<file path="src/hazardPkg.sv">
`default_nettype none

package hazardPkg;

	// General register index, register 0 reads as zero
	typedef logic [4:0] regIdx_t;

	// ALU operand forwarding select
	typedef logic [1:0] fwdSel_t;

	// HI/LO write select, 2'b10 writes both
	typedef logic [1:0] hiloSel_t;

	// HI/LO forwarding select
	typedef logic [2:0] hiloFwd_t;

	localparam fwdSel_t FwdNone  = 2'd0;	// Register file value
	localparam fwdSel_t FwdExMem = 2'd1;	// Result from EX/MEM
	localparam fwdSel_t FwdMemWb = 2'd2;	// Result from MEM/WB

	localparam hiloFwd_t HiloNone  = 3'd0;	// HI/LO register value
	localparam hiloFwd_t HiloExHi  = 3'd1;
	localparam hiloFwd_t HiloExLo  = 3'd2;
	localparam hiloFwd_t HiloExOne = 3'd3;	// Single HI or LO write in EX/MEM
	localparam hiloFwd_t HiloWbHi  = 3'd4;
	localparam hiloFwd_t HiloWbLo  = 3'd5;
	localparam hiloFwd_t HiloWbOne = 3'd6;	// Single HI or LO write in MEM/WB

endpackage

`default_nettype wire

</file>
<file path="src/ifIdStage.sv">
`timescale 1ns/1ns
`default_nettype none

module ifIdStage (
	input  wire                       clk,
	input  wire                       rst,
	input  wire                       stall,
	input  wire  hazardPkg::regIdx_t  inRs,
	input  wire  hazardPkg::regIdx_t  inRt,
	input  wire  hazardPkg::regIdx_t  inDest,
	input  wire                       inRfWr,
	input  wire                       inDmRd,
	input  wire                       inCp0Rd,
	input  wire                       inBjOp,
	input  wire                       inRhlWr,
	input  wire                       inRhlSelRd,
	input  wire  hazardPkg::hiloSel_t inRhlSelWr,
	output hazardPkg::regIdx_t        idRs,
	output hazardPkg::regIdx_t        idRt,
	output hazardPkg::regIdx_t        idDest,
	output logic                      idRfWr,
	output logic                      idDmRd,
	output logic                      idCp0Rd,
	output logic                      idBjOp,
	output logic                      idRhlWr,
	output logic                      idRhlSelRd,
	output hazardPkg::hiloSel_t       idRhlSelWr
);

	always_ff @(posedge clk) begin
		if (rst) begin
			idRfWr  <= 1'b0;
			idDmRd  <= 1'b0;
			idCp0Rd <= 1'b0;
			idBjOp  <= 1'b0;
			idRhlWr <= 1'b0;
		end else if (!stall) begin
			idRfWr  <= inRfWr;
			idDmRd  <= inDmRd;
			idCp0Rd <= inCp0Rd;
			idBjOp  <= inBjOp;	// Branch resolved in decode
			idRhlWr <= inRhlWr;
		end
	end

	always_ff @(posedge clk) begin
		if (!stall) begin	// Held descriptor re-enters decode
			idRs       <= inRs;
			idRt       <= inRt;
			idDest     <= inDest;
			idRhlSelRd <= inRhlSelRd;
			idRhlSelWr <= inRhlSelWr;
		end
	end

endmodule

`default_nettype wire

</file>
<file path="src/idExStage.sv">
`timescale 1ns/1ns
`default_nettype none

module idExStage (
	input  wire                       clk,
	input  wire                       rst,
	input  wire                       stall,
	input  wire  hazardPkg::regIdx_t  idRs,
	input  wire  hazardPkg::regIdx_t  idRt,
	input  wire  hazardPkg::regIdx_t  idDest,
	input  wire                       idRfWr,
	input  wire                       idDmRd,
	input  wire                       idCp0Rd,
	input  wire                       idRhlWr,
	input  wire                       idRhlSelRd,
	input  wire  hazardPkg::hiloSel_t idRhlSelWr,
	output hazardPkg::regIdx_t        exRs,
	output hazardPkg::regIdx_t        exRt,
	output hazardPkg::regIdx_t        exDest,
	output logic                      exRfWr,
	output logic                      exDmRd,
	output logic                      exCp0Rd,
	output logic                      exRhlWr,
	output logic                      exRhlSelRd,
	output hazardPkg::hiloSel_t       exRhlSelWr
);

	always_ff @(posedge clk) begin
		if (rst || stall) begin	// Reset or bubble
			exRfWr  <= 1'b0;
			exDmRd  <= 1'b0;
			exCp0Rd <= 1'b0;
			exRhlWr <= 1'b0;
		end else begin
			exRfWr  <= idRfWr;
			exDmRd  <= idDmRd;
			exCp0Rd <= idCp0Rd;
			exRhlWr <= idRhlWr;
		end
	end

	// Fields below are don't care inside a bubble
	always_ff @(posedge clk) begin
		exRs       <= idRs;
		exRt       <= idRt;
		exDest     <= idDest;
		exRhlSelRd <= idRhlSelRd;
		exRhlSelWr <= idRhlSelWr;
	end

endmodule

`default_nettype wire

</file>
<file path="src/retireStages.sv">
`timescale 1ns/1ns
`default_nettype none

module retireStages (
	input  wire                       clk,
	input  wire                       rst,
	input  wire  hazardPkg::regIdx_t  exDest,
	input  wire                       exRfWr,
	input  wire                       exDmRd,
	input  wire                       exCp0Rd,
	input  wire                       exRhlWr,
	input  wire  hazardPkg::hiloSel_t exRhlSelWr,
	output hazardPkg::regIdx_t        memDest,
	output logic                      memRfWr,
	output logic                      memDmRd,
	output logic                      memCp0Rd,
	output logic                      memRhlWr,
	output hazardPkg::hiloSel_t       memRhlSelWr,
	output hazardPkg::regIdx_t        wbDest,
	output logic                      wbRfWr,
	output logic                      wbRhlWr,
	output hazardPkg::hiloSel_t       wbRhlSelWr
);

	// EX/MEM rank
	always_ff @(posedge clk) begin
		if (rst) begin
			memRfWr  <= 1'b0;
			memDmRd  <= 1'b0;
			memCp0Rd <= 1'b0;
			memRhlWr <= 1'b0;
		end else begin
			memRfWr  <= exRfWr;
			memDmRd  <= exDmRd;	// Load still in flight
			memCp0Rd <= exCp0Rd;
			memRhlWr <= exRhlWr;
		end
	end

	// MEM/WB rank, read flags are done by now
	always_ff @(posedge clk) begin
		if (rst) begin
			wbRfWr  <= 1'b0;
			wbRhlWr <= 1'b0;
		end else begin
			wbRfWr  <= memRfWr;
			wbRhlWr <= memRhlWr;
		end
	end

	always_ff @(posedge clk) begin
		memDest     <= exDest;
		memRhlSelWr <= exRhlSelWr;
		wbDest      <= memDest;
		wbRhlSelWr  <= memRhlSelWr;
	end

endmodule

`default_nettype wire

</file>
<file path="src/bypassUnit.sv">
`timescale 1ns/1ns
`default_nettype none

module bypassUnit (
	input  wire  hazardPkg::regIdx_t  exRs,
	input  wire  hazardPkg::regIdx_t  exRt,
	input  wire  hazardPkg::regIdx_t  idRs,
	input  wire  hazardPkg::regIdx_t  idRt,
	input  wire  hazardPkg::regIdx_t  memDest,
	input  wire  hazardPkg::regIdx_t  wbDest,
	input  wire                       memRfWr,
	input  wire                       wbRfWr,
	input  wire                       idBjOp,
	input  wire                       memRhlWr,
	input  wire                       wbRhlWr,
	input  wire                       exRhlSelRd,
	input  wire  hazardPkg::hiloSel_t memRhlSelWr,
	input  wire  hazardPkg::hiloSel_t wbRhlSelWr,
	output hazardPkg::fwdSel_t        fwdRs,
	output hazardPkg::fwdSel_t        fwdRt,
	output logic                      fwdBrRs,
	output logic                      fwdBrRt,
	output hazardPkg::hiloFwd_t       fwdHilo
);

	logic memHit;	// EX/MEM writes a real register
	logic wbHit;
	logic memBoth;	// Write of both HI and LO
	logic wbBoth;

	assign memHit  = memRfWr && (memDest != 5'd0);
	assign wbHit   = wbRfWr && (wbDest != 5'd0);
	assign memBoth = (memRhlSelWr == 2'b10);
	assign wbBoth  = (wbRhlSelWr == 2'b10);

	// ALU operands, nearest producer wins
	always_comb begin
		if (memHit && (memDest == exRs))
			fwdRs = hazardPkg::FwdExMem;
		else if (wbHit && (wbDest == exRs))
			fwdRs = hazardPkg::FwdMemWb;
		else
			fwdRs = hazardPkg::FwdNone;
	end

	always_comb begin
		if (memHit && (memDest == exRt))
			fwdRt = hazardPkg::FwdExMem;
		else if (wbHit && (wbDest == exRt))
			fwdRt = hazardPkg::FwdMemWb;
		else
			fwdRt = hazardPkg::FwdNone;
	end

	// Branch compare in decode only sees EX/MEM
	assign fwdBrRs = idBjOp && memHit && (memDest == idRs);
	assign fwdBrRt = idBjOp && memHit && (memDest == idRt);

	always_comb begin
		if (memRhlWr && memBoth && exRhlSelRd)
			fwdHilo = hazardPkg::HiloExHi;
		else if (memRhlWr && memBoth && !exRhlSelRd)
			fwdHilo = hazardPkg::HiloExLo;
		else if (memRhlWr && !memBoth && (memRhlSelWr[0] == exRhlSelRd))
			fwdHilo = hazardPkg::HiloExOne;
		else if (wbRhlWr && wbBoth && exRhlSelRd)
			fwdHilo = hazardPkg::HiloWbHi;
		else if (wbRhlWr && wbBoth && !exRhlSelRd)
			fwdHilo = hazardPkg::HiloWbLo;
		else if (wbRhlWr && !wbBoth && (wbRhlSelWr[0] == exRhlSelRd))
			fwdHilo = hazardPkg::HiloWbOne;
		else
			fwdHilo = hazardPkg::HiloNone;
	end

endmodule

`default_nettype wire

</file>
<file path="src/stallUnit.sv">
`timescale 1ns/1ns
`default_nettype none

module stallUnit (
	input  wire  hazardPkg::regIdx_t exDest,
	input  wire  hazardPkg::regIdx_t memDest,
	input  wire  hazardPkg::regIdx_t idRs,
	input  wire  hazardPkg::regIdx_t idRt,
	input  wire                      exDmRd,
	input  wire                      exCp0Rd,
	input  wire                      memDmRd,
	input  wire                      memCp0Rd,
	input  wire                      exRfWr,
	input  wire                      idBjOp,
	output logic                     stall
);

	logic exMatch;	// ID/EX dest feeds a decode source
	logic memMatch;
	logic loadUse;
	logic brLoad;
	logic brAlu;

	// Register zero is not excluded here
	assign exMatch  = (exDest == idRs) || (exDest == idRt);
	assign memMatch = (memDest == idRs) || (memDest == idRt);

	// Load or CP0 read result not ready for EX
	assign loadUse = (exDmRd || exCp0Rd) && exMatch;

	// Branch needs the load result one cycle more
	assign brLoad = idBjOp && (memDmRd || memCp0Rd) && memMatch;

	// Branch compare cannot take the ALU result yet
	assign brAlu = idBjOp && exRfWr && exMatch;

	assign stall = loadUse || brLoad || brAlu;

endmodule

`default_nettype wire

</file>
<file path="src/hazardTop.sv">
`timescale 1ns/1ns
`default_nettype none

module hazardTop (
	input  wire                       clk,
	input  wire                       rst,
	input  wire  hazardPkg::regIdx_t  inRs,
	input  wire  hazardPkg::regIdx_t  inRt,
	input  wire  hazardPkg::regIdx_t  inDest,
	input  wire                       inRfWr,
	input  wire                       inDmRd,
	input  wire                       inCp0Rd,
	input  wire                       inBjOp,
	input  wire                       inRhlWr,
	input  wire  hazardPkg::hiloSel_t inRhlSelWr,
	input  wire                       inRhlSelRd,
	output logic                      fetchWr,
	output hazardPkg::fwdSel_t        fwdRs,
	output hazardPkg::fwdSel_t        fwdRt,
	output logic                      fwdBrRs,
	output logic                      fwdBrRt,
	output hazardPkg::hiloFwd_t       fwdHilo
);

	logic stall;

	hazardPkg::regIdx_t  idRs, idRt, idDest;
	logic                idRfWr, idDmRd, idCp0Rd, idBjOp, idRhlWr, idRhlSelRd;
	hazardPkg::hiloSel_t idRhlSelWr;

	hazardPkg::regIdx_t  exRs, exRt, exDest;
	logic                exRfWr, exDmRd, exCp0Rd, exRhlWr, exRhlSelRd;
	hazardPkg::hiloSel_t exRhlSelWr;

	hazardPkg::regIdx_t  memDest, wbDest;
	logic                memRfWr, memDmRd, memCp0Rd, memRhlWr, wbRfWr, wbRhlWr;
	hazardPkg::hiloSel_t memRhlSelWr, wbRhlSelWr;

	assign fetchWr = ~stall;	// Fetch and IF/ID advance together

	ifIdStage ifId_i (
		.clk(clk), .rst(rst), .stall(stall),
		.inRs(inRs), .inRt(inRt), .inDest(inDest), .inRfWr(inRfWr),
		.inDmRd(inDmRd), .inCp0Rd(inCp0Rd), .inBjOp(inBjOp), .inRhlWr(inRhlWr),
		.inRhlSelRd(inRhlSelRd), .inRhlSelWr(inRhlSelWr),
		.idRs(idRs), .idRt(idRt), .idDest(idDest), .idRfWr(idRfWr),
		.idDmRd(idDmRd), .idCp0Rd(idCp0Rd), .idBjOp(idBjOp), .idRhlWr(idRhlWr),
		.idRhlSelRd(idRhlSelRd), .idRhlSelWr(idRhlSelWr)
	);

	idExStage idEx_i (
		.clk(clk), .rst(rst), .stall(stall),
		.idRs(idRs), .idRt(idRt), .idDest(idDest), .idRfWr(idRfWr),
		.idDmRd(idDmRd), .idCp0Rd(idCp0Rd), .idRhlWr(idRhlWr),
		.idRhlSelRd(idRhlSelRd), .idRhlSelWr(idRhlSelWr),
		.exRs(exRs), .exRt(exRt), .exDest(exDest), .exRfWr(exRfWr),
		.exDmRd(exDmRd), .exCp0Rd(exCp0Rd), .exRhlWr(exRhlWr),
		.exRhlSelRd(exRhlSelRd), .exRhlSelWr(exRhlSelWr)
	);

	retireStages retire_i (
		.clk(clk), .rst(rst),
		.exDest(exDest), .exRfWr(exRfWr), .exDmRd(exDmRd), .exCp0Rd(exCp0Rd),
		.exRhlWr(exRhlWr), .exRhlSelWr(exRhlSelWr),
		.memDest(memDest), .memRfWr(memRfWr), .memDmRd(memDmRd), .memCp0Rd(memCp0Rd),
		.memRhlWr(memRhlWr), .memRhlSelWr(memRhlSelWr),
		.wbDest(wbDest), .wbRfWr(wbRfWr), .wbRhlWr(wbRhlWr), .wbRhlSelWr(wbRhlSelWr)
	);

	bypassUnit bypass_i (
		.exRs(exRs), .exRt(exRt), .idRs(idRs), .idRt(idRt),
		.memDest(memDest), .wbDest(wbDest), .memRfWr(memRfWr), .wbRfWr(wbRfWr),
		.idBjOp(idBjOp), .memRhlWr(memRhlWr), .wbRhlWr(wbRhlWr),
		.exRhlSelRd(exRhlSelRd), .memRhlSelWr(memRhlSelWr), .wbRhlSelWr(wbRhlSelWr),
		.fwdRs(fwdRs), .fwdRt(fwdRt), .fwdBrRs(fwdBrRs), .fwdBrRt(fwdBrRt),
		.fwdHilo(fwdHilo)
	);

	stallUnit stall_i (
		.exDest(exDest), .memDest(memDest), .idRs(idRs), .idRt(idRt),
		.exDmRd(exDmRd), .exCp0Rd(exCp0Rd), .memDmRd(memDmRd), .memCp0Rd(memCp0Rd),
		.exRfWr(exRfWr), .idBjOp(idBjOp), .stall(stall)
	);

endmodule

`default_nettype wire

</file>
<file path="config.mk">
export PLATFORM = sky130hd
export DESIGN_NAME = hazardTop
export DESIGN_NICKNAME = d
export VERILOG_FILES = /design/src/hazardPkg.sv /design/src/ifIdStage.sv /design/src/idExStage.sv /design/src/retireStages.sv /design/src/bypassUnit.sv /design/src/stallUnit.sv /design/src/hazardTop.sv
export SDC_FILE = /design/constraint.sdc
export NUM_CORES = 1
export LEC_CHECK = 0
export ABC_AREA = 1
export BUFFER_PORTS_ARGS = -buffer_cell sky130_fd_sc_hd__buf_2
export CELL_PAD_IN_SITES_DETAIL_PLACEMENT = 1
export CELL_PAD_IN_SITES_GLOBAL_PLACEMENT = 1
export CORE_MARGIN = 2
export CORE_UTILIZATION = 43
export DETAILED_ROUTE_END_ITERATION = 10
export PLACE_DENSITY_LB_ADDON = 0.1
export SLEW_MARGIN = 20
export SYNTH_ARGS = -nofsm -noshare
export SYNTH_HDL_FRONTEND = slang
export SYNTH_SLANG_ARGS = --single-unit
</file>
<file path="constraint.sdc">
create_clock -name clk -period 2.13 [get_ports clk]
set_clock_uncertainty 0.2 [all_clocks]
set_input_delay 0.426 -clock clk [delete_from_list [all_inputs] [get_ports clk]]
set_output_delay 0.426 -clock clk [all_outputs]
set_load 0.02 [all_outputs]
</file>
# == Word-level counts from Yosys, hierarchy flattened ==
# Index checks and enable logic that the tools add are counted.
# word_totals
ff_bits,65
in_bits,25
output_inout_bits,10
word_cells,88
# classes
n_eq_ne,12
n_mux,10
bitwise_logic,1
n_reduce_logical,36
# op_table
operator,count
$eq 5x5->1,8
$logic_and 1x1->1,24
$mux 3,6
$reduce_bool 5->1,2
$mux 2,4
$logic_or 1x1->1,7
$eq 2x2->1 const B,2
$logic_not 1->1,3
$eq 1x1->1,2
$not 1->1,1

# == Logic depth before layout (Yosys ltp) ==
# depth
ltp_word,10
depth_mapped,12
mapped_depth_nobuf,11

# == By module ==
# From an unflattened synthesis, not the netlist that was laid out.
# unflattened
cells_unflattened,320
area_unflattened_um2,2662.6
# by_module_without_submodules
module,instances,cells_per_inst,area_each_um2
ifIdStage,1,51,763.2
bypassUnit,1,116,600.6
idExStage,1,33,484.2
retireStages,1,32,445.4
stallUnit,1,87,365.4
hazardTop,1,1,3.8

# == Least setup slack after synthesis ==
# No wires, ideal clock.
# synth_timing
path_kind,register -> output
startpoint,reg retire_i.memDest[0]
endpoint,out fwdRt[1]
arrival_ps,1684
required_time_ps,1504
slack_ps,-180
path_stages_with_launch,6
cell_sequence,dfxtp_1 > buf_4 > xnor2_1 > nand3_1 > nor4_1 > nor2_1
# synth_between
elab_chain_len,4
# synth_lines
element,line_no,text
start: declaration,retireStages.sv:13,"output hazardPkg::regIdx_t memDest,"
start signal: assignment,retireStages.sv:52,memDest <= exDest;
$reduce_bool 5->1,bypassUnit.sv:31,assign memHit = memRfWr && (memDest != 5'd0);
$logic_and 1x1->1,bypassUnit.sv:31,
$logic_and 1x1->1 *,bypassUnit.sv:47,if (memHit && (memDest == exRt))
$mux 2 *,bypassUnit.sv:47,
end: declaration,hazardTop.sv:19,"output hazardPkg::fwdSel_t fwdRt,"
# Every way passes the cells marked *; elsewhere a longest branch is shown, timed or not.

# == Worst setup path after layout ==
# layout_timing
startpoint,reg ifId_i.idRt[0]
endpoint,out fetchWr
# layout_between
elab_chain_len,6
# layout_lines
element,line_no,text
start: declaration,ifIdStage.sv:19,"output hazardPkg::regIdx_t idRt,"
start signal: assignment,ifIdStage.sv:49,idRt <= inRt;
"$eq 5x5->1, on equally long branches","stallUnit.sv:25, stallUnit.sv:26",
"$logic_or 1x1->1, on equally long branches","stallUnit.sv:25, stallUnit.sv:26",
"$logic_and 1x1->1, on equally long branches","stallUnit.sv:29, stallUnit.sv:32",
$logic_or 1x1->1,stallUnit.sv:37,assign stall = loadUse || brLoad || brAlu;
$logic_or 1x1->1 *,stallUnit.sv:37,
$not 1->1 *,hazardTop.sv:39,assign fetchWr = ~stall;
end: declaration,hazardTop.sv:17,"output logic fetchWr,"
# Marked as above.

==> results.toml <==
[place]
io_buffers = 34
place_congestion = 0.784
dp.final_hpwl_um = 3700
place_ws_ns = 0.154
dp.cells = 368
place_area_sq_um = 2760

[power]
p_leak_nw = 1.47
powerDensity_nw_per_um2 = 842
peakVddDrop_uv = 574

[status]
outcome = "finished with violations"
failed_checks = "setup timing"

[setup_path]
cpMaxStageDelayCell = "edfxtp_1"
r2r_slack_ns = 0.23
required_ns = 1.50
crit_type = "reg -> out"
worst_setup_path_start_kind = "register"
crit_path_cell_trace = "xor2_1 -> nor2_2 -> nand3_2 -> nand2_2 -> nand2_4 -> nand2_4 -> inv_4 -> buf_6"
max_stage_delay_ns = 0.46
crit_path_frequent_cell = "nand2_4"
crit_fanout = 4
critical_path_arrival_ns = 1.61
end_kind = "output port"

[clock_tree]
clockBufferDepth = 2
clock_tree.root_cell = "clkbuf_8"
cts_buffers = 9
cts_num_sinks = 65
cts_htree_levels = 3
path_clk_slew_ns = 0.07
insertion_delay_ns = 0.33
cts_tree = "built"

[cells_and_area]
final_common_cell = "nand2_1"
finalNonFillerCells = 395
area_growth_pct = 27.7
fin_nets = 343
drive_above_1_share_pct = 31.6
final.fill_count = 639
register_area_sq_um = 1500
final_cell_area_sq_um = 3150
multi_input_area_sq_um = 893
antennaDiodeCount = 0
mostFrequentLayoutCells = "47 x nand2_1, 41 x dfxtp_1, 34 x inv_1"

[synthesis]
ys_types = 24
ys.flop_type = "dfxtp_1"
ys_seq_elements = 65
synth_area_leaders = "dfxtp_1 38%, edfxtp_1 22%, nand2_1 7.6%"
synth.avg_cell_area_sq_um = 9.43
syn_inst = 262
synth_top_area_cell = "dfxtp_1"
yosys_warnings = 0
syn_nets = 287
syn_area_sq_um = 2470
synth_edf_count = 18
async_flop_share_pct = 0
yosysSeqAreaShare_pct = 60.0
synth_top_area_share_pct = 38.1

[drt]
postRouteAntennaNets = 0
routedWlPerCell_um = 13.3
num_vias = 1785
avgViaCountPerCell = 4.52
wirelength_um = 5260
firstDrtPassIters = 4
drtIter0Drc = 46
drcViolationCount = 0

[die]
core-area_sq_um = 5540
die-area_sq_um = 6370
dieHeight_um = 79.8
initial_core_util_pct = 44.6
rows = 27
die_x_um = 79.8
pin_count = 35

[timing]
setup_tns_ns = -0.249
hold_viol = 0
setup_viol = 4
setup_ws_ns = -0.107
relSlewSlack_pct = 82.0
worst_pin_slew_ns = 0.268
post-route-period-util_pct = 105
max_clock_freq_ghz = 0.447
drv_slew = 0
post-route-min-period_ns = 2.24
hold_ws_ns = 0.0637
grt_setup_unrepaired = "yes"

[global_route]
grt_usage_pct = 18.2
grt_max_degree = 16
grt-ovfl-total = 0
antenna_found_initial = 0
grt_pass1_wl_um = 8510
grt_pass1_vias = 1834

[min_path]
hold_path_class = "in -> reg"

[job]
max-cap-violations = 0
[state kept, by name, indices dropped and copies added (netlist names), 5 cells and up]
register and count:
idEx_i.exDest 5, idEx_i.exRs 5, idEx_i.exRt 5, ifId_i.idDest 5, ifId_i.idRs 5, ifId_i.idRt 5
retire_i.memDest 5, retire_i.wbDest 5
[layout make-up]
| cell class | instances | area share, % |
|---|---|---|
| tap | 72 | 2.86 |
| sequential | 65 | 47.6 |
| multi-input combinational | 152 | 28.3 |
| clock inverter | 6 | 1.87 |
| inverter | 41 | 4.96 |
| timing repair buffer | 49 | 10.3 |
| clock buffer | 10 | 4.05 |
[per-stage QoR]
stage	power (mW)	util, %
after floorplan	1.59	-
after global placement	1.65	49.8
after detailed placement	1.66	49.8
after CTS	2.65	54.6
after global routing	2.78	56.9
final	2.66	56.9
[synth_stat cells (2+ instances only)]
master,instances
nand2_1,50
dfxtp_1,47
inv_1,36
nor2_1,29
edfxtp_1,18
xnor2_1,14
nand3_1,13
xor2_1,11
a21oi_1,7
nor2_2,5
inv_2,4
nand4_1,4
o21ai_0,4
buf_4,3
nand2_4,3
nor3_1,3
nand2_2,2
nand3_2,2
nor4_1,2
[power breakdown]
part | internal, mW | switching (mW)
registers | 1.35 | 0.0755
logic | 0.116 | 0.129
clock network | 0.532 | 0.452
[metal layers]
metal / GRT usage (%) / up-vias / routed length [um]
met5: 0 / - / 0
met4: 10.2 / 0 / 128
met3: 4.30 / 10 / 172
met2: 29.7 / 32 / 2580
met1: 22.2 / 819 / 2380
li1: - / 924 / -
[kinds of logic after synthesis]
kind of cell,after synthesis,share of synthesized area [%]
buffers and inverters,45,7.45
XOR/XNOR,25,8.87
AO/OA/AOI/OAI,14,2.99
AND/OR/NAND/NOR,113,20.7
flip-flops,65,60.0
[critical path: cells and delay by family, from the launching register on]
kind                   cells  cell delay (ns)
XOR/XNOR                   1             0.19
buffers and inverters      2             0.15
flip-flops                 1             0.46
AND/OR/NAND/NOR            5             0.47
[final timing paths]
path / startpoint / end / cells past startpoint
min reg2reg: idEx_i.exRhlSelWr[1] / retire_i.memRhlSelWr[1] / 0
min: inRt[0] / ifId_i.idRt[0] / 1
max reg2reg: ifId_i.idRs[1] / ifId_i.idRt[2] / 9
max: ifId_i.idRt[0] / fetchWr / 8
[repair_timing]
item | CTS | global route
pin swaps | 8 | 16
hold buffers | 0 | 0
gates resized for setup | 19 | 22
setup endpoints to repair | 7 | 9
setup buffers | 3 | 8
(Power assumes the default switching activity.)
